**config.mk**
```make
export PLATFORM = sky130hd
export DESIGN_NAME = pkt_packer
export DESIGN_NICKNAME = d
export VERILOG_FILES = /design/src/common/pr_pkg.sv /design/src/pack/pkt_packer.sv
export VERILOG_INCLUDE_DIRS = /design/src /design/src/common
export SDC_FILE = /design/constraint.sdc
export NUM_CORES = 1
export LEC_CHECK = 0
export BUFFER_PORTS_ARGS = -buffer_cell sky130_fd_sc_hd__buf_2
export CAP_MARGIN = 20
export CORE_AREA = 2 2 68 70
export CTS_CLUSTER_SIZE = 28
export DETAILED_ROUTE_END_ITERATION = 16
export DIE_AREA = 0 0 70 72
export SLEW_MARGIN = 20
export SYNTH_ARGS = -nofsm -noshare
export SYNTH_HDL_FRONTEND = slang
export SYNTH_SLANG_ARGS = --single-unit
```
**constraint.sdc**
```tcl
create_clock -name clk -period 1.1 [get_ports clk]
set_input_delay 0.22 -clock clk [delete_from_list [all_inputs] [get_ports clk]]
set_output_delay 0.22 -clock clk [all_outputs]
set_load 0.005 [all_outputs]
```
**src/common/pr_consts.svh**
```systemverilog
// Stream widths, buffer depths and storage word tag values
`ifndef PR_CONSTS_SVH
`define PR_CONSTS_SVH

// Stream fields
`define PR_DATA_W 64
`define PR_KEEP_W 8
`define PR_USER_W 16

// Storage word is data, keep and a tag byte on top
`define PR_TAG_W 8
`define PR_WORD_W 80

// Tag byte values
`define PR_TAG_HDR 8'h01
`define PR_TAG_LAST 8'h80
`define PR_TAG_DATA 8'h00

// Depth exponents
`define PR_FIFO_DEPTH_BITS 3
`define PR_MEM_DEPTH_BITS 6

// Replay pass count
`define PR_COUNT_W 8

`endif

```
**src/common/pr_pkg.sv**
```systemverilog
// Shared types for the packet record and replay buffer
`include "pr_consts.svh"

package pr_pkg;

   // Header word holds tag 01 and the user field in the low bits
   // Data word holds tag, keep and data from top to bottom
   typedef logic [`PR_WORD_W-1:0] word_t;

   typedef logic [`PR_DATA_W-1:0] data_t;

   typedef logic [`PR_KEEP_W-1:0] keep_t;

   typedef logic [`PR_USER_W-1:0] user_t;

   // Word memory address
   typedef logic [`PR_MEM_DEPTH_BITS-1:0] mem_ptr_t;

   typedef logic [`PR_COUNT_W-1:0] count_t;

endpackage

```
**src/pack/pkt_packer.sv**
```systemverilog
// Packer FSM that turns stream packets into header and data storage words
`timescale 1ns/1ps
`include "pr_consts.svh"

module pkt_packer (
   input  logic          clk,
   input  logic          resetn,
   input  pr_pkg::data_t s_tdata_i,
   input  pr_pkg::keep_t s_tkeep_i,
   input  pr_pkg::user_t s_tuser_i,
   input  logic          s_tvalid_i,
   input  logic          s_tlast_i,
   output logic          s_tready_o,
   input  logic          fifo_nearly_full_i,
   output logic          fifo_wr_en_o,
   output pr_pkg::word_t fifo_din_o
);

   typedef enum logic {
      IDLE,
      SEND
   } state_t;

   state_t state_q;
   state_t state_d;
   logic   room;

   assign room = !fifo_nearly_full_i;

   always_comb begin
      state_d      = state_q;
      s_tready_o   = 1'b0;
      fifo_wr_en_o = s_tvalid_i && room;
      case (state_q)
         IDLE: begin
            // Header goes out first, the beat itself waits a cycle
            fifo_din_o = {`PR_TAG_HDR,
                          {(`PR_WORD_W - `PR_TAG_W - `PR_USER_W){1'b0}},
                          s_tuser_i};
            if (s_tvalid_i && room) begin
               state_d = SEND;
            end
         end
         default: begin
            fifo_din_o = {(s_tlast_i ? `PR_TAG_LAST : `PR_TAG_DATA), s_tkeep_i, s_tdata_i};
            s_tready_o = room;
            if (s_tvalid_i && room && s_tlast_i) begin
               state_d = IDLE;
            end
         end
      endcase
   end

   always_ff @(posedge clk) begin
      if (!resetn) begin
         state_q <= IDLE;
      end else begin
         state_q <= state_d;
      end
   end

endmodule

```
---- After elaboration in Yosys (flattened, before gate mapping) ----
Index checks and enable logic that the tools add are counted.
storage, ports and cells
  output and inout port bits .............. 82
  register bits after elaboration ......... 1
  logic and storage cells ................. 10
cells by class
  reductions and logical operators ........ 3
  multiplexer cells ....................... 6
operator list
  kind               number
  2-to-1 mux 80 bit  1
  2-to-1 mux 8 bit   1
  2-to-1 mux 1 bit   4
  logical AND 1 bit  2
  zero test 1 bit    1

---- Logic depth before layout (Yosys ltp) ----
  depth after elaboration ................. 5
  gate-level depth with buffers ........... 3
  gate-level depth less buffers ........... 2

---- Worst setup path after synthesis ----
OpenSTA, ideal clock, no wires.
  path type ............................... reg2out
  start ................................... register state_q
  end ..................................... output fifo_din_o[0]
  setup slack ............................. 0.022 ns
  path buffers ............................ 1
  data required time ...................... 0.880 ns
  arrival ................................. 0.858 ns
  stages on the path, launching flop included .. 3
  path through ............................ dfxtp_1 buf_6 mux2_2
between the ends
  word-level cells in the longest chain between the ends .. 1
RTL lines
  what                    line              text
  start, declared         pkt_packer.sv:24  state_t state_q;
  start signal, assigned  pkt_packer.sv:58  state_q <= state_d;
  2-to-1 mux 80 bit       pkt_packer.sv:34  case (state_q)
  end, declared           pkt_packer.sv:16  output pr_pkg::word_t fifo_din_o
No other way between the ends.

---- Worst setup path after layout ----
  start ................................... register state_q
  end ..................................... output fifo_din_o[10]
Same word-level chain as after synthesis.

==> key figures <==
Synthesis
  – Sequential area share after synthesis: 2.80%
  – Yosys cell types: 12
  – Seq cells post-synth: 1
  – Syn Std Cell Area: 716 sq um
  – Mean post-synth cell area: 7.61 sq um
  – Yosys warns: 0
  – Post-Synthesis Cells: 94

Placement
  – GPL Wtd Cong: 0.696
  – Port Buf Inserts: 168
  – HPWL after DPL: 2.67 mm

Setup path
  – Critical Path Source: state_q$_SDFF_PN0_
  – Worst Path Arrival: 0.97 ns
  – Reg2reg start: state_q$_SDFF_PN0_
  – Worst Reg-to-Reg Cells: 4
  – Crit path launch type: register
  – Required @ worst endpoint: 0.88 ns
  – Worst-path fanout max: 7
  – Kind of critical path: reg2out
  – FF-to-FF End: state_q$_SDFF_PN0_
  – CP endpoint: fifo_din_o[10]
  – R2R setup slack: 0.10 ns
  – Setup crit end kind: output port

Hold path
  – HP Start: resetn
  – Type of the most critical hold path: in2reg

Power and ir drop
  – Clock Power Share: 0%
  – Seq pwr share: 6.5%
  – PD cells: 386 mW/mm^2
  – Sw Ratio: 31.6%
  – Tot Pwr: 0.711 mW
  – P_leak: 1.18 nW
  – Net Sw Power: 0.225 mW
  – Logic pwr share: 93.5%
  – Int Power: 0.486 mW
  – Peak supply drop: 0.000205 V

Clock network
  – Clk slew on worst S/H paths: 0 ns
  – Clk_lat worst skew: 0 ns

Route
  – Wirelength, routed: 3.39 mm
  – Via count: 1207
  – Via density: 3.81
  – Detail Route Antenna Nets: 0
  – WL/cell: 10.7 um
  – First drt pass iteration count: 4
  – Residual DRC count: 0
  – Initial DRC Count: 18

Run
  – Maxcap violations: 0

Global routing
  – Largest net degree at the start of global routing: 25
  – Aggregate global routing overflow: 0
  – Tot GR Track Use: 9.36%
  – First-pass GRT wire length: 4.08 mm
  – Initial antenna violation count: 0
  – Vias in the first global route: 926

Floorplan
  – Starting Density: 16.8%
  – Die Wd: 70 um
  – Io pins: 175
  – Core Rows: 24
  – Core area: 0.00426 sq mm
  – Die height: 72 um
  – DIE AREA: 0.00504 sq mm

Cells and area
  – P&R area growth vs syn: 157%
  – Share of post-route cells with drive strength above 1: 76.2%
  – Largest reg by FF count: state_q
  – Max reg flops: 1
  – Final nets: 360
  – # fillers: 435
  – Top Registers: state_q: 1 flops
  – Number of diodes: 0

STA
  – Final min period: 1.19 ns
  – Final period utilization: 108%
  – Unrepaired setup endpoints after global routing: true
  – Final setup vio count: 41
  – Fmax: 0.842 GHz
  – WHS: 0.457 ns
  – Final hold vios: 0
  – Final setup margin: -0.0883 ns
  – Setup Skew: 0 ns
  – Final Slew Violations: 0

Outcome
  – Failing checks: setup timing
  – Status: finished, violations left
==> cells in the mapped netlist <==
cell type	number	area (sq um)
inv_1	1	3.75
nor2_1	1	3.75
o211a_1	1	10.0
buf_4	6	45.0
nand4b_1	1	8.76
mux2_2	16	180
and2_1	57	357
nor2b_1	1	6.26
dfxtp_1	1	20.0
buf_2	2	10.0
conb_1	1	3.75
buf_6	6	67.6
==> critical path: stages (launching register included) <==
cell       delay, ns
dfxtp_4         0.38
clkbuf_16       0.17
mux2_4          0.30
buf_6           0.11
==> kinds of logic (layout without fill, tap and decap cells) <==
logic type	after synthesis	in the layout	share of synthesized area, %
AO/OA/AOI/OAI	1	1	1.40
buffers and inverters	15	181	17.7
flip-flops	1	1	2.80
multiplexers	16	16	25.2
other	1	6	0.524
AND/OR/NAND/NOR	60	60	52.4
==> routing by layer <==
metal,share of wire [%],up-vias,track usage [%]
li1,-,622,-
met1,34,494,10.2
met2,55,91,19.8
met3,12,0,1.67
met4,0,0,0
met5,0,-,0
==> power by group through the flow <==
stage,logic [mW],clock network [mW],registers [mW]
after floorplan,0.237,0,0.0422
after global placement,0.512,0,0.0426
after detailed placement,0.515,0,0.0429
after CTS,0.519,0,0.0429
after global routing,0.722,0,0.0469
final,0.665,0,0.0460
==> layout make-up <==
cell class              count  area (sq um)  share of cell area (%)
well taps                  52          65.1                    3.54
multi-input cells          83           647                    35.2
inverters                   1          3.75                   0.204
flip-flops and latches      1          23.8                    1.29
repair buffers            180          1100                    59.8
==> layout by cell type, fill, tap and decap left out <==
cell type / n
and2_1: 53
and2_4: 4
buf_12: 1
buf_2: 154
buf_4: 4
buf_6: 15
buf_8: 4
clkbuf_16: 2
conb_1: 6
dfxtp_4: 1
inv_2: 1
mux2_2: 3
mux2_4: 13
nand4b_1: 1
nor2_1: 1
nor2b_1: 1
o211a_1: 1
==> metrics by stage <==
step                instances  util [%]  setup TNS [ns]  instance area, sq um  setup slack (ns)
floorplan                  99         -               0                   734            0.0218
global placement          311      37.0           -1.91                  1580           -0.0753
detailed placement        311      37.0           -2.42                  1580           -0.0825
CTS                       311      37.1           -2.25                  1580           -0.0864
global route              317      43.1           -4.08                  1840            -0.108
finish                    317      43.1           -1.74                  1840           -0.0883
==> worst min-delay path by stage <==
stage               cells after the start  slack [ns]            endpoint
finish                                  2        0.46  state_q$_SDFF_PN0_
global route                            2        0.48  state_q$_SDFF_PN0_
CTS                                     2        0.45  state_q$_SDFF_PN0_
detailed placement                      2        0.45  state_q$_SDFF_PN0_
global placement                        2        0.46  state_q$_SDFF_PN0_
floorplan                               1        0.35  state_q$_SDFF_PN0_
==> what timing repair did <==
| item | CTS | global route |
|---|---|---|
| endpoints found under the setup margin | 58 | 60 |
| buffers inserted | 0 | 4 |
| gates cloned | 0 | 2 |
| pin swaps | 0 | 1 |
| hold buffers | 0 | 0 |
| resized for setup | 1 | 44 |
No activity file was read; power rests on OpenSTA's default activity.
