## src/common/pr_consts.svh

```systemverilog
// Stream widths, buffer depths and storage word tag values
`ifndef PR_CONSTS_SVH
`define PR_CONSTS_SVH

// Stream fields
`define PR_DATA_W 64
`define PR_KEEP_W 8
`define PR_USER_W 16

// Storage word is data, keep and a tag byte on top
`define PR_TAG_W 8
`define PR_WORD_W 80

// Tag byte values
`define PR_TAG_HDR 8'h01
`define PR_TAG_LAST 8'h80
`define PR_TAG_DATA 8'h00

// Depth exponents
`define PR_FIFO_DEPTH_BITS 3
`define PR_MEM_DEPTH_BITS 6

// Replay pass count
`define PR_COUNT_W 8

`endif

```

## src/common/pr_pkg.sv

```systemverilog
// Shared types for the packet record and replay buffer
`include "pr_consts.svh"

package pr_pkg;

   // Header word holds tag 01 and the user field in the low bits
   // Data word holds tag, keep and data from top to bottom
   typedef logic [`PR_WORD_W-1:0] word_t;

   typedef logic [`PR_DATA_W-1:0] data_t;

   typedef logic [`PR_KEEP_W-1:0] keep_t;

   typedef logic [`PR_USER_W-1:0] user_t;

   // Word memory address
   typedef logic [`PR_MEM_DEPTH_BITS-1:0] mem_ptr_t;

   typedef logic [`PR_COUNT_W-1:0] count_t;

endpackage

```

## src/hdl/fallthrough_fifo.sv

```systemverilog
// Fall-through FIFO of storage words with a nearly-full flag
`timescale 1ns/1ps

module fallthrough_fifo #(
   parameter int DEPTH_BITS = 3
) (
   input  logic          clk,
   input  logic          resetn,
   input  pr_pkg::word_t din_i,
   input  logic          wr_en_i,
   input  logic          rd_en_i,
   output pr_pkg::word_t dout_o,
   output logic          empty_o,
   output logic          nearly_full_o
);

   localparam int DEPTH = 2 ** DEPTH_BITS;

   pr_pkg::word_t         mem [0:DEPTH-1];
   logic [DEPTH_BITS-1:0] wr_ptr_q;
   logic [DEPTH_BITS-1:0] rd_ptr_q;
   logic [DEPTH_BITS:0]   count_q;
   logic                  do_wr;
   logic                  do_rd;

   assign do_wr = wr_en_i && (count_q != (DEPTH_BITS + 1)'(DEPTH));
   assign do_rd = rd_en_i && !empty_o;

   // Head word is visible without a read cycle
   assign dout_o        = mem[rd_ptr_q];
   assign empty_o       = (count_q == '0);
   // Two free entries left for producers that look one cycle ahead
   assign nearly_full_o = (count_q >= (DEPTH_BITS + 1)'(DEPTH - 2));

   always_ff @(posedge clk) begin
      if (do_wr) begin
         mem[wr_ptr_q] <= din_i;
      end
   end

   always_ff @(posedge clk) begin
      if (!resetn) begin
         wr_ptr_q <= '0;
         rd_ptr_q <= '0;
         count_q  <= '0;
      end else begin
         if (do_wr) begin
            wr_ptr_q <= wr_ptr_q + 1'b1;
         end
         if (do_rd) begin
            rd_ptr_q <= rd_ptr_q + 1'b1;
         end
         case ({do_wr, do_rd})
            2'b10:   count_q <= count_q + 1'b1;
            2'b01:   count_q <= count_q - 1'b1;
            default: count_q <= count_q;
         endcase
      end
   end

endmodule

```

## config.mk

```make
export PLATFORM = sky130hd
export DESIGN_NAME = fallthrough_fifo
export DESIGN_NICKNAME = d
export VERILOG_FILES = /design/src/common/pr_pkg.sv /design/src/hdl/fallthrough_fifo.sv
export VERILOG_INCLUDE_DIRS = /design/src /design/src/common
export SDC_FILE = /design/constraint.sdc
export NUM_CORES = 1
export LEC_CHECK = 0
export BUFFER_PORTS_ARGS = -buffer_cell sky130_fd_sc_hd__buf_2
export CAP_MARGIN = 20
export CORE_AREA = 2 2 290 221
export CTS_CLUSTER_DIAMETER = 40
export DETAILED_ROUTE_END_ITERATION = 10
export DIE_AREA = 0 0 292 223
export PLACE_DENSITY = 0.66
export SYNTH_ARGS = -nofsm -noshare
export SYNTH_HDL_FRONTEND = slang
export SYNTH_SLANG_ARGS = --single-unit
```

## constraint.sdc

```tcl
create_clock -name clk -period 17.05 [get_ports clk]
set_input_delay 2.5575 -clock clk [delete_from_list [all_inputs] [get_ports clk]]
set_output_delay 2.5575 -clock clk [all_outputs]
set_load 0.01 [all_outputs]
```

Yosys cells after proc, flatten, opt, wreduce, memory -nomap -nowiden --
Memories as Yosys holds them, arrays and structs flattened. A register that Yosys moved wholly into a read port is not among the register bits. Cells that the tools add are included.
Word-level totals: output and inout port bits 82, RAM bits 640, bits in registers 10, input port bits 84, word-level logic and storage cells 22, memories kept 1
Cells by class: equal/unequal tests 3, order comparisons 1, reductions and logical operators 5, mux-type cells 5, $add $sub $neg 4
Memories:
- mem | words 8, width 80, rd ports 1, clocked after memory_dff 1, wr ports 1, RTL line fallthrough_fifo.sv:19 | pr_pkg::word_t mem [0:DEPTH-1];
Operator list (number):
- $pmux 4 s2 | 1
- $add 3x1->3 const B | 2
- $mux 3 | 2
- $add 4x1->4 const B | 1
- $ge 4x3->1 const B | 1
- $logic_not 4->1 | 1
- $ne 4x4->1 const B | 1
- $sub 4x1->4 const B | 1
- $eq 2x1->1 const B | 1
- $eq 2x2->1 const B | 1
- $logic_and 1x1->1 | 2
- $mux 1 | 2
- $reduce_bool 2->1 | 1
- $logic_not 1->1 | 1

Depth between registers and ports, before layout --
depth in word-level cells 5, mapped depth 10, mapped depth without buffers 9

Worst setup path after synthesis --
OpenSTA, ideal clock, no wires.
kind input to register, from input port wr_en_i, to memory mem[0][0] (netlist bit), enable pin, path buffers 0, library setup time 715 ps, data arrival time 10204 ps, setup slack 6131 ps, stages 2, path through o21ai_4 -> nor4_1
On the way: cells in the longest elaborated chain, start to end 3
RTL lines:
- start, declared | RTL line fallthrough_fifo.sv:10 | input logic wr_en_i,
- $logic_and 1x1->1 | RTL line fallthrough_fifo.sv:26 | assign do_wr = wr_en_i && (count_q != (DEPTH_BITS + 1)'(DEPTH));
- $mux 1 | RTL line fallthrough_fifo.sv:36 | if (do_wr) begin
- $mux 1 (implied by the code) | RTL line fallthrough_fifo.sv:37 | mem[wr_ptr_q] <= din_i;
- end, declared | RTL line fallthrough_fifo.sv:19
No other way between the ends.

==> summary.md <==
| Metric | Value |
|---|---|
| Post-route setup slack | 10.51 ns |
| Ys Warns | 0 |
| Delay-heaviest family, CP | buffers and inverters |
| Post-CTS Setup Inserts | 0 |
| Top cell type's share of synthesized area | 77.9% |
| Horiz. Die Dim | 292 µm |
| Layout Nets | 1309 |
| Post-Syn Area | 24700 µm² |
| Slew Limit Fails | 0 |
| Post-route DRC | 0 |
| Storage cell area | 19500 µm² |
| Area of the multi-input gates | 4960 µm² |
| Final min period | 6.54 ns |
| Worst Path Max Fanout | 49 |
| HP Class | flop to flop |
| Post-Syn Area per Cell | 24.7 µm² |
| Clk root buf | clkbuf_16 |
| Area growth syn-to-layout | 17.9% |
| Min-Delay Endpoint | count_q[3] |
| Pre-Repair DR Iteration Count | 5 |
| Worst reg2reg endpoint | count_q[2] |
| Routed WL | 47600 µm |
| Comb pwr share | 16.3% |
| Status | finished, final reports clean |
| Crit-path max cell delay | 0.86 ns |
| Power Internal | 3.18 mW |
| RSZ-0062 raised after global routing | false |
| # setup viols final | 0 |
| Via density per instance | 5.13 |
| Top-Level Pins | 166 |
| Register area share after synthesis | 78.9% |
| Worst Hold Slack | 0.495 ns |
| CTS Sinks | 653 |
| Most common library cells after synthesis | edfxtp_1, mux4_2, mux2_2, buf_2, clkbuf_1 |
| Final hold vios | 0 |
| Dpl cells | 1958 |
| Synth unique cells | 30 |
| Worst hold start | count_q[3] |
| Post-cts resize count | 0 |
| Maximum vdd ir drop | 0.0718 mV |
| Worst r2r src | count_q[0] |
| WS Path Type | flop to output pin |
| R2R depth | 9 |
| # fillers | 5072 |
| Clk buf depth | 3 |
| #FFs+latches synth | 653 |
| Clock H-tree levels | 3 |
| Non-filler instance count after layout | 2106 |
| Gr ovfl total | 0 |
| CTS tree | done |
| Synth Net Count | 1087 |
| Number of max-cap violations | 0 |
| Port bufs | 165 |
| Initial DRC Count | 732 |
| Largest net degree at the start of global routing | 65 |
| CP dominant cell by count | buf_4 |
| Worst Max-Slew Pin Slew | 1.00 ns |
| WP data required | 14.49 ns |
| Clk Latency, worst-skew pair | 0.60 ns |
| Tcrit/Tclk final | 38.4% |
| CP startpoint kind | flop |
| RePlAce Congestion | 0.681 |
| Rows | 80 |
| Post-synth top flop | edfxtp_1 |
| Ordered list of cells on the worst path | buf_4, buf_4, mux4_2, mux2_2, buf_2 |
| Core Util, Final | 46.5% |
| Fin Clk Skew | 0.0257 ns |
| F_max | 0.153 GHz |
| DP HPWL | 25000 µm |
| Clk slew on worst S/H paths | 0.05 ns |
| Initial antenna violation count | 8 |
| Worst Path Arrival | 3.98 ns |
| Core Area | 62600 µm² |
| P_leak | 9.27 nW |
| Pwr/cell area | 145 nW/µm² |
| Reg power frac | 45.0% |
| DR vias | 10804 |
| Die area | 65100 µm² |
| Total clock buffers created by CTS | 79 |
| First-pass GRT wire length | 71900 µm |
| Dominant cells by area after synthesis | edfxtp_1, mux4_2, mux2_2 |
| Initial Utilization | 39.4% |
| Slew headroom | 33.2% |
| Gate Count Post-Synth | 998 |
| Total track usage | 14.8% |
| Fraction of registers with async set/reset | 0% |
| Switch share | 24.7% |
| R2r setup slk | 14.47 ns |
| Pre-CTS setup slack | 10.95 ns |
| Clock power share | 38.7% |
| Synth area leader | edfxtp_1 |
| DIE HEIGHT | 223 µm |
| DR WL/cell | 22.6 µm |
| Hold path cells | 2 |
| Slowest CP cell | buf_4 |
| Post-synth EDFFs | 640 |
| CP endpoint kind | output pin |
| Cell with the most instances after synthesis | edfxtp_1 |
| Final ANT Viol Nets | 0 |
| Cts hold-fix bufs | 0 |
| Setup TNS | 0 ns |
| Switching pwr | 1.04 mW |
| Vias in the first global route | 11587 |
| Crit path buf inv count | 3 |
| Share of cells above drive strength 1 | 44.0% |
tightest hold or removal path: cells and delay by family, from the launching register on:
family | cells | cell delay, ns
multiplexers | 1 | 0.06
AND/OR/NAND/NOR | 1 | 0.06
flip-flops | 1 | 0.33
cell usage in the layout, fill, tap and decap left out, types with 9 or more instances in the layout:
| master | n |
|---|---|
| edfxtp_1 | 640 |
| buf_2 | 165 |
| mux4_2 | 160 |
| mux2_2 | 80 |
| clkbuf_16 | 80 |
| buf_4 | 22 |
| inv_6 | 13 |
| clkinv_1 | 10 |
| dfxtp_1 | 10 |
| clkbuf_1 | 9 |
through the flow:
step	power (mW)	area, µm²
after floorplan	2.44	24700
after global placement	2.63	26500
after detailed placement	2.64	26500
after CTS	4.29	29100
after global routing	4.40	29100
final	4.23	29100
state kept, by name, summed over array words and instances (netlist names), named ones only:
signal / count
mem: 640
rd_ptr_q: 3
wr_ptr_q: 3
count_q: 4
area by class of cell:
type | instances | share of cell area, %
repair buffers | 188 | 3.50
well taps | 820 | 3.53
clock buffers | 89 | 7.00
flip-flops and latches | 653 | 67.0
inverters | 1 | 0.0129
clock inverters | 54 | 1.91
multi-input cells | 297 | 17.0
diodes | 4 | 0.0344
power by group through the flow:
| stage | Combinational, mW | Clock [mW] | Sequential, mW |
|---|---|---|---|
| final | 0.690 | 1.64 | 1.90 |
| after global routing | 0.753 | 1.74 | 1.91 |
| after global placement | 0.697 | 0 | 1.93 |
| after CTS | 0.708 | 1.68 | 1.90 |
| after floorplan | 0.524 | 0 | 1.92 |
| after detailed placement | 0.705 | 0 | 1.94 |
cell families after synthesis:
kind of cell    Yosys count  synth area share (%)
compound gates           10                 0.325
xor+xnor                  7                 0.248
fa+ha+maj                 5                 0.254
buf+inv                  48                  1.15
flops                   653                  78.9
mux                     244                  18.4
simple gates             31                 0.659
metal layers:
| layer | global-route usage, % | share of wire (%) | vias to the layer above |
|---|---|---|---|
| met3 | 3.81 | 5.1 | 86 |
| li1 | - | - | 4745 |
| met4 | 4.44 | 2.0 | 12 |
| met5 | 0 | 0.15 | - |
| met2 | 24.6 | 50 | 223 |
| met1 | 19.3 | 43 | 5738 |
how the worst max path moves through the flow:
stage                      end  slack (ns)  depth (start not counted)
floorplan            mem[0][0]        6.13                          2
global placement    dout_o[59]       10.96                          5
detailed placement  dout_o[62]       10.95                          5
CTS                 dout_o[62]       10.29                          5
global route        dout_o[59]       10.10                          5
finish              dout_o[59]       10.51                          5
(Power assumes the default switching activity.)
