===== src/common/pr_consts.svh =====
// Stream widths, buffer depths and storage word tag values
`ifndef PR_CONSTS_SVH
`define PR_CONSTS_SVH

// Stream fields
`define PR_DATA_W 64
`define PR_KEEP_W 8
`define PR_USER_W 16

// Storage word is data, keep and a tag byte on top
`define PR_TAG_W 8
`define PR_WORD_W 80

// Tag byte values
`define PR_TAG_HDR 8'h01
`define PR_TAG_LAST 8'h80
`define PR_TAG_DATA 8'h00

// Depth exponents
`define PR_FIFO_DEPTH_BITS 3
`define PR_MEM_DEPTH_BITS 6

// Replay pass count
`define PR_COUNT_W 8

`endif


===== src/common/pr_pkg.sv =====
// Shared types for the packet record and replay buffer
`include "pr_consts.svh"

package pr_pkg;

   // Header word holds tag 01 and the user field in the low bits
   // Data word holds tag, keep and data from top to bottom
   typedef logic [`PR_WORD_W-1:0] word_t;

   typedef logic [`PR_DATA_W-1:0] data_t;

   typedef logic [`PR_KEEP_W-1:0] keep_t;

   typedef logic [`PR_USER_W-1:0] user_t;

   // Word memory address
   typedef logic [`PR_MEM_DEPTH_BITS-1:0] mem_ptr_t;

   typedef logic [`PR_COUNT_W-1:0] count_t;

endpackage


===== src/pack/pkt_unpacker.sv =====
// Unpacker FSM that turns storage words back into output stream beats
`timescale 1ns/1ps
`include "pr_consts.svh"

module pkt_unpacker (
   input  logic          clk,
   input  logic          resetn,
   input  pr_pkg::word_t fifo_dout_i,
   input  logic          fifo_empty_i,
   output logic          fifo_rd_en_o,
   output pr_pkg::data_t m_tdata_o,
   output pr_pkg::keep_t m_tkeep_o,
   output pr_pkg::user_t m_tuser_o,
   output logic          m_tvalid_o,
   output logic          m_tlast_o,
   input  logic          m_tready_i
);

   typedef enum logic {
      IDLE,
      SEND
   } state_t;

   state_t                state_q;
   state_t                state_d;
   pr_pkg::user_t         user_q;
   pr_pkg::user_t         user_d;
   logic [`PR_TAG_W-1:0]  tag;
   logic                  is_hdr;
   logic                  is_last;

   assign tag     = fifo_dout_i[`PR_WORD_W-1 -: `PR_TAG_W];
   assign is_hdr  = (tag == `PR_TAG_HDR);
   assign is_last = (tag == `PR_TAG_LAST);

   // Beat fields come straight from the FIFO head
   assign m_tdata_o = fifo_dout_i[`PR_DATA_W-1:0];
   assign m_tkeep_o = fifo_dout_i[`PR_DATA_W +: `PR_KEEP_W];
   assign m_tlast_o = is_last;
   assign m_tuser_o = user_q;

   always_comb begin
      state_d      = state_q;
      user_d       = user_q;
      m_tvalid_o   = 1'b0;
      fifo_rd_en_o = 1'b0;
      case (state_q)
         IDLE: begin
            // Stray data words left by an aborted replay are dropped here
            fifo_rd_en_o = !fifo_empty_i;
            if (!fifo_empty_i && is_hdr) begin
               user_d  = fifo_dout_i[`PR_USER_W-1:0];
               state_d = SEND;
            end
         end
         default: begin
            m_tvalid_o   = !fifo_empty_i;
            fifo_rd_en_o = m_tready_i && !fifo_empty_i;
            if (m_tready_i && !fifo_empty_i) begin
               // User field rides on the first beat only
               user_d = '0;
               if (is_last) begin
                  state_d = IDLE;
               end
            end
         end
      endcase
   end

   always_ff @(posedge clk) begin
      if (!resetn) begin
         state_q <= IDLE;
         user_q  <= '0;
      end else begin
         state_q <= state_d;
         user_q  <= user_d;
      end
   end

endmodule


===== config.mk =====
export PLATFORM = sky130hd
export DESIGN_NAME = pkt_unpacker
export DESIGN_NICKNAME = d
export VERILOG_FILES = /design/src/common/pr_pkg.sv /design/src/pack/pkt_unpacker.sv
export VERILOG_INCLUDE_DIRS = /design/src /design/src/common
export SDC_FILE = /design/constraint.sdc
export NUM_CORES = 1
export LEC_CHECK = 0
export BUFFER_PORTS_ARGS = -buffer_cell sky130_fd_sc_hd__buf_2
export CORE_ASPECT_RATIO = 0.9
export CORE_MARGIN = 10
export CORE_UTILIZATION = 29
export DETAILED_ROUTE_END_ITERATION = 10
export PLACE_DENSITY_LB_ADDON = 0.1
export SYNTH_ARGS = -nofsm -noshare
export SYNTH_HDL_FRONTEND = slang
export SYNTH_SLANG_ARGS = --single-unit

===== constraint.sdc =====
create_clock -name clk -period 1.7 [get_ports clk]
set_input_delay 0.085 -clock clk [delete_from_list [all_inputs] [get_ports clk]]
set_output_delay 0.085 -clock clk [all_outputs]
set_load 0.02 [all_outputs]

==> Yosys cells after proc, flatten, opt, wreduce, memory -nomap -nowiden <==
Cells that the tools add are included.
Widths: inputs -> output; s select.
{ "op_classes": {"n_reduce_logical": 5, "n_mux": 9, "n_eq_ne": 3} }
{ "ops": {"columns": ["operator", "count"], "rows": [
  ["$mux 16", 3],
  ["$eq 8x1->1 const B", 1],
  ["$eq 8x8->1 const B", 1],
  ["$mux 1", 6],
  ["$logic_and 1x1->1", 2],
  ["$ne 2x1->1 const B", 1],
  ["$reduce_and 2->1", 1],
  ["$reduce_bool 2->1", 1],
  ["$logic_not 1->1", 1]
]} }
{ "totals": {"inputBits": 84, "word_cells": 19, "register_bits": 17, "output_inout_bits": 91} }

==> Logic depth before layout (Yosys ltp) <==
Gate-level depths: netlist of run 1.
{ "logic_depth": {"ltp_word": 4, "ltp_mapped": 4, "depth_no_buf": 3} }

==> Worst setup path after synthesis of run 1 <==
OpenSTA, ideal clock, no wires.
{ "synth_timing": {"path_type": "input -> register", "from": "input fifo_dout_i[73]", "to": "register user_q[12] (netlist: m_tuser_o[12])", "setup_slack_ns": 0.069, "path_buffers": 1, "required_time_ns": 1.628, "setup_ns": 0.072, "path_stages": 4, "t_arrival_ns": 1.559, "path_cell_list": "or4_4 -> nor4_4 -> buf_6 -> mux2i_1"} }
{ "synth_via": {"elab_chain_len": 4} }
{ "synth_lines": {"columns": ["element", "line_no", "text"], "rows": [
  ["from (decl)", "pkt_unpacker.sv:8", "input pr_pkg::word_t fifo_dout_i,"],
  ["$eq 8x1->1 (no line)", null, null],
  ["$logic_and 1x1->1", "pkt_unpacker.sv:51", "if (!fifo_empty_i && is_hdr) begin"],
  ["$reduce_bool 2->1 (no line)", null, null],
  ["$reduce_and 2->1 (no line)", null, null],
  ["to (signal assigned)", "pkt_unpacker.sv:76", "user_q <= user_d;"],
  ["to (decl)", "pkt_unpacker.sv:26", "pr_pkg::user_t user_q;"]
]} }
No other way between the ends.
A chain may end at the register's enable or synchronous reset.

==> Worst setup path after layout of run 1 <==
{ "layout_timing": {"from": "input fifo_dout_i[73]", "to": "register user_q[11] (netlist: m_tuser_o[11])"} }
The elaborated chain is that of the path after synthesis.

==> flow_metrics.py, run 1 <==
metrics = {
    "outcome": {
        "run_status": "completed",
    },
    "logic_synthesis": {
        "syn_area_um2": 1360,
        "ys_top_cells_by_count": "buf_4, dfxtp_1, mux2i_1, nand2_1, nand3_1",
        "syn-num-nets": 241,
        "synth_mux_area_frac": 0.118,
        "synth_seq_cells": 17,
        "synth-edff-count": 0,
        "synth.largest_area_cell": "buf_4",
        "netlist_instances": 157,
        "yosysSeqAreaShare": 0.250,
        "synth.area.top_cells": "buf_4, dfxtp_1, mux2i_1, nand3_1, nand2_1",
        "synthAdderAreaFrac": 0,
        "yosys.area_share.simple": 0.163,
        "yosysTopAreaCellShare": 0.397,
        "yosysUniqueCellTypes": 22,
        "yosys_warnings": 0,
        "async_flop_share": 0,
        "synthFlopType": "dfxtp_1",
        "avgSynthCellArea_um2": 8.68,
        "yosysMostFrequentCell": "buf_4",
        "synth_top_family_by_area": "buffers and inverters",
        "synth_compound_area_frac": 0.0165,
        "synthXorXnorAreaFrac": 0,
    },
    "timing": {
        "finalSetupViolCount": 0,
        "finalHoldViolCount": 0,
        "fin_setup_tns_ns": 0,
        "layout_min_cycle_time_ns": 1.30,
        "clock_skew_ns": 0.00302,
        "worst_slew_pin_slew_ns": 0.570,
        "fmax_mhz": 766,
        "period_share": 0.768,
        "slew_violations": 0,
        "rsz0062_at_grt": "no",
        "slew_headroom": 0.620,
    },
    "cts": {
        "post_cts_resized": 0,
        "path_clk_slew_ns": 0.07,
        "clock-root-buffer": "clkbuf_8",
        "ctsHoldBuffers": 0,
        "clock_sinks": 17,
        "cts_tree": "built",
        "post_cts_buffers": 0,
        "worstSkewPairLatency_ns": 0.25,
        "htreeDepth": 1,
        "cts_max_path_buffers": 2,
        "cts_inserted_buffers": 3,
    },
    "pwr": {
        "seq_power_share": 0.488,
        "power_leakage_nw": 0.555,
        "swShare": 0.257,
        "power.density_nw_per_um2": 676,
        "peakVddDrop_v": 0.000316,
        "clkPwrFrac": 0.366,
        "p_int_uw": 608,
        "combPwrFrac": 0.146,
        "net-switching-power_uw": 210,
    },
    "layout": {
        "final_core_util": 0.270,
        "areaGrowthSynthToFinish_pct": -11.2,
        "fillers": 511,
        "layout.cells.non_filler": 210,
        "multiInputGateArea_um2": 405,
        "antennaDiodeCount": 0,
        "regArea_um2": 340,
        "drive_above_1_share": 0.493,
        "nNetsFinal": 233,
    },
    "placed_design": {
        "globalplace.congestion": 0.771,
        "numPortBuffers": 62,
        "dp_cells": 206,
        "dp_hpwl_mm": 2.82,
    },
    "setup_path": {
        "worstSetupEndpointType": "flop",
        "path_max_fanout": 9,
        "path_class": "in2reg",
        "arrival_ns": 1.48,
        "crit_family": "simple AND/OR/NAND/NOR gates",
        "crit_path_max_incr_delay_ns": 0.56,
        "cp.buffers_inverters": 2,
        "cp.required_ns": 1.88,
        "cp-start-kind": "primary input",
        "path_cells": "buf_2 -> or4_4 -> nor4_4 -> buf_4 -> mux2i_1",
        "cp_slowest_cell": "or4_4",
    },
    "global_routing": {
        "antenna_found_initial": 0,
        "grt_pass1_wl_mm": 5.40,
        "grt_max_degree": 34,
        "grt_usage": 0.0839,
        "grt_overflow_total": 0,
        "grt_pass1_vias": 1030,
    },
    "floorplan": {
        "die_x_um": 92.3,
        "die_y_um": 85.0,
        "start_util": 0.304,
        "boundaryPins": 175,
        "floorplan.core_area_um2": 4490,
        "die_area_um2": 7840,
        "std_cell_rows": 23,
    },
    "route": {
        "ant_nets": 0,
        "num_vias": 941,
        "drtPass1Iterations": 4,
        "wl_mm": 3.46,
        "dr.first_iter.drc_count": 31,
        "drt-wirelength-per-cell_um": 16.5,
        "viasPerCell": 4.48,
        "drcViolationCount": 0,
    },
    "job": {
        "maxCapViolCount": 0,
    },
    "hold_path": {
        "hp-class": "in2reg",
    },
}
[metal layers]
metal | wire [um] | up-vias | global-route usage
li1 | - | 420 | -
met1 | 1260 | 409 | 0.0790
met2 | 1470 | 82 | 0.129
met4 | 124 | 0 | 0.0448
met3 | 603 | 30 | 0.0669
met5 | 0 | - | 0
[layout make-up]
type,instances,area share
timing repair buffer,65,0.275
sequential,17,0.281
clock buffer,3,0.0341
tap,62,0.0641
clock inverter,1,0.00414
inverter,2,0.00620
multi-input combinational,60,0.335
[power by group through the flow]
stage | clock network [mW] | registers (mW) | logic [mW]
6_report | 0.299 | 0.399 | 0.120
5_1_grt | 0.326 | 0.399 | 0.133
4_1_cts | 0.316 | 0.399 | 0.123
3_5_place_dp | 0 | 0.408 | 0.122
3_3_place_gp | 0 | 0.408 | 0.121
2_1_floorplan | 0 | 0.409 | 0.284
[cells by family (layout without fill, tap and decap cells)]
| family | Yosys count | after routing |
|---|---|---|
| mux | 16 | 16 |
| compound gates | 3 | 3 |
| flops | 17 | 17 |
| simple gates | 41 | 41 |
| buf+inv | 80 | 71 |
[worst reg2reg max path, stage by stage, from the launching register on]
cell     delay, ns
dfxtp_1       0.35
nor4_4        0.29
buf_4         0.25
mux2i_1       0.21
[placed cells by master, fill, tap and decap left out, drive strengths merged]
cell	count
a21oi	1
buf	65
clkbuf	3
clkinv	1
dfxtp	17
inv	2
mux2i	16
nand2	16
nand2b	1
nand3	16
nand3b	1
nor2	1
nor4	2
o311a	1
o31ai	1
or2	1
or2b	1
or3	1
or4	1
[path summary, 6_finish.rpt]
check	from	end	slack, ns	depth (start not counted)
setup / recovery	fifo_dout_i[73]	m_tuser_o[11]$_SDFFE_PN0P_	0.40	5
hold / removal	fifo_dout_i[9]	m_tuser_o[9]$_SDFFE_PN0P_	0.08	3
setup reg to reg	state_q$_SDFF_PN0_	m_tuser_o[11]$_SDFFE_PN0P_	0.53	3
hold reg to reg	m_tuser_o[8]$_SDFFE_PN0P_	m_tuser_o[8]$_SDFFE_PN0P_	0.47	2
[state kept, by name, summed over array words and instances, names as in the netlist]
name,flops
m_tuser_o,16
state_q,1
[stage by stage]
| stage | area, um2 | setup slack (ns) | hold slack [ns] | total power [mW] |
|---|---|---|---|---|
| 6_report | 1210 | 0.395 | 0.0815 | 0.818 |
| 5_1_grt | 1210 | 0.306 | 0.0897 | 0.857 |
| 4_1_cts | 1210 | 0.377 | 0.0758 | 0.838 |
| 3_5_place_dp | 1160 | 0.108 | 0.170 | 0.530 |
| 3_3_place_gp | 1160 | 0.163 | 0.170 | 0.529 |
| 2_1_floorplan | 1360 | 0.0689 | 0.227 | 0.693 |
Note: power is estimated with default switching activity, not from simulation.
==> run 2, diff against run 1 <==
Clock period 1.7 ns to 1.1 ns, I/O delays scaled along.
==> flow_metrics.py, run 2 (same netlist as run 1, synthesis figures left out) <==
metrics = {
    "outcome": {
        "run_status": "finished with violations",
        "violations": "negative setup slack",
    },
    "timing": {
        "slew_violations": 0,
        "finalHoldViolCount": 0,
        "fmax_mhz": 865,
        "period_share": 1.05,
        "slew_headroom": 0.827,
        "finalSetupViolCount": 17,
        "setup_slack_ns": -0.0561,
        "rsz0062_at_grt": "yes",
        "clock_skew_ns": 0.00375,
        "layout_min_cycle_time_ns": 1.16,
        "fin_setup_tns_ns": -0.685,
        "worst_slew_pin_slew_ns": 0.258,
    },
    "cts": {
        "post_cts_buffers": 0,
        "cts_tree": "built",
        "clock_sinks": 17,
        "clock-root-buffer": "clkbuf_8",
        "cts_max_path_buffers": 2,
        "htreeDepth": 1,
        "path_clk_slew_ns": 0.07,
        "cts_inserted_buffers": 3,
        "worstSkewPairLatency_ns": 0.25,
    },
    "route": {
        "drtPass1Iterations": 3,
        "dr.first_iter.drc_count": 35,
        "drcViolationCount": 0,
        "ant_nets": 0,
        "wl_mm": 3.36,
        "viasPerCell": 4.23,
        "num_vias": 902,
        "drt-wirelength-per-cell_um": 15.8,
    },
    "floorplan": {
        "floorplan.core_area_um2": 4490,
        "die_area_um2": 7840,
        "start_util": 0.304,
        "die_y_um": 85.0,
        "die_x_um": 92.3,
        "std_cell_rows": 23,
        "boundaryPins": 175,
    },
    "setup_path": {
        "path_cells": "buf_6 -> or4_4 -> nor4_4 -> buf_12 -> mux2i_1",
        "cp.buffers_inverters": 2,
        "worstSetupEndpointType": "flop",
        "cp_slowest_cell": "or4_4",
        "cp.required_ns": 1.28,
        "crit_family": "simple AND/OR/NAND/NOR gates",
        "rrSetupSlack_ns": -0.02,
        "r2r_start": "state_q$_SDFF_PN0_",
        "path_class": "in2reg",
        "path_max_fanout": 16,
        "cp-start-kind": "primary input",
        "worstRegToRegCells": 3,
        "reg2reg_to": "m_tuser_o[10]$_SDFFE_PN0P_",
        "crit_path_max_incr_delay_ns": 0.58,
        "arrival_ns": 1.34,
    },
    "global_routing": {
        "grt_overflow_total": 0,
        "grt_max_degree": 34,
        "grt_pass1_vias": 999,
        "antenna_found_initial": 0,
        "grt_usage": 0.0806,
        "grt_pass1_wl_mm": 5.18,
    },
    "hold_path": {
        "worstHoldStart": "fifo_dout_i[11]",
        "hp-class": "in2reg",
        "hold_end": "m_tuser_o[11]$_SDFFE_PN0P_",
        "worst_hold_path.num_cells": 3,
    },
    "pwr": {
        "power.density_nw_per_um2": 996,
        "power_leakage_nw": 0.583,
        "combPwrFrac": 0.160,
        "peakVddDrop_v": 0.000384,
        "seq_power_share": 0.479,
        "net-switching-power_uw": 333,
        "swShare": 0.259,
        "p_int_uw": 953,
        "clkPwrFrac": 0.360,
    },
    "layout": {
        "fillers": 498,
        "layout_commonest_cell": "buf_2",
        "final_area_um2": 1290,
        "antennaDiodeCount": 0,
        "largest_reg_flops": 16,
        "final_core_util": 0.288,
        "drive_above_1_share": 0.523,
        "nNetsFinal": 236,
        "areaGrowthSynthToFinish_pct": -5.23,
        "mostFrequentLayoutCells": "buf_2, nand3_1, nand2_1, mux2i_1, dfxtp_1",
    },
    "placed_design": {
        "placed_area_um2": 1210,
        "dp_hpwl_mm": 2.72,
        "numPortBuffers": 62,
        "globalplace.congestion": 0.734,
    },
    "job": {
        "maxCapViolCount": 0,
    },
}
[run 2: changes by cell type in the layout (fill, tap and decap cells not counted)]
cell	delta
a21oi_1	-1
nor4_1	-1
nor4_4	+1
buf_12	+2
a21oi_2	+1
dfxtp_1	-1
buf_2	-4
buf_4	+4
dfxtp_2	+1
buf_6	+1
[run 2: area by class of cell]
| class | count | area (um2) | share of cell area |
|---|---|---|---|
| clock inverter | 1 | 5.00 | 0.00388 |
| sequential | 17 | 342 | 0.265 |
| timing repair buffer | 68 | 394 | 0.305 |
| tap | 62 | 77.6 | 0.0601 |
| inverter | 2 | 7.51 | 0.00581 |
| clock buffer | 3 | 41.3 | 0.0320 |
| multi-input combinational | 60 | 424 | 0.328 |
[run 2: layer usage]
metal / track usage / up-vias / wire length, um
met5: 0 / - / 0
met4: 0.0336 / 0 / 56
met3: 0.0731 / 16 / 615
met2: 0.125 / 74 / 1510
met1: 0.0733 / 385 / 1190
li1: - / 427 / -
[run 2: how the worst max path moves through the flow]
| stage | startpoint | endpoint | slack [ns] | cells after the start |
|---|---|---|---|---|
| 2_1_floorplan | fifo_dout_i[73] | m_tuser_o[12]$_SDFFE_PN0P_ | -0.38 | 4 |
| 3_3_place_gp | fifo_dout_i[73] | m_tuser_o[9]$_SDFFE_PN0P_ | -0.27 | 5 |
| 3_5_place_dp | fifo_dout_i[73] | m_tuser_o[10]$_SDFFE_PN0P_ | -0.31 | 5 |
| 4_1_cts | fifo_dout_i[73] | m_tlast_o | -0.09 | 4 |
| 5_1_grt | fifo_dout_i[73] | m_tuser_o[2]$_SDFFE_PN0P_ | -0.13 | 5 |
| 6_report | fifo_dout_i[73] | m_tuser_o[10]$_SDFFE_PN0P_ | -0.06 | 5 |
[run 2: through the flow]
stage	setup slack, ns	hold WS (ns)	instances	total power, mW
6_report	-0.0561	0.0536	213	1.29
5_1_grt	-0.128	0.0535	213	1.36
4_1_cts	-0.0909	0.0448	213	1.31
3_5_place_dp	-0.307	0.110	209	0.830
3_3_place_gp	-0.274	0.110	209	0.831
2_1_floorplan	-0.384	0.185	157	1.07
[run 2: timing repair]
| item | in CTS | in global routing |
|---|---|---|
| resized for setup | 3 | 5 |
| endpoints found under the hold margin | 0 | 0 |
| endpoints found under the setup margin | 18 | 19 |
| pin swaps | 0 | 2 |
| hold buffers | 0 | 0 |
[run 2: power groups by stage]
stage	Combinational, mW	Clock (mW)	Sequential [mW]
after floorplan	0.439	0	0.631
after global placement	0.200	0	0.630
after detailed placement	0.199	0	0.631
after CTS	0.202	0.495	0.616
after global routing	0.226	0.515	0.616
final	0.206	0.463	0.616
[run 2: tightest hold or removal path, stage by stage]
cell and delay [ns]:
buf_2 0.10, nand2_1 0.05, mux2i_1 0.05
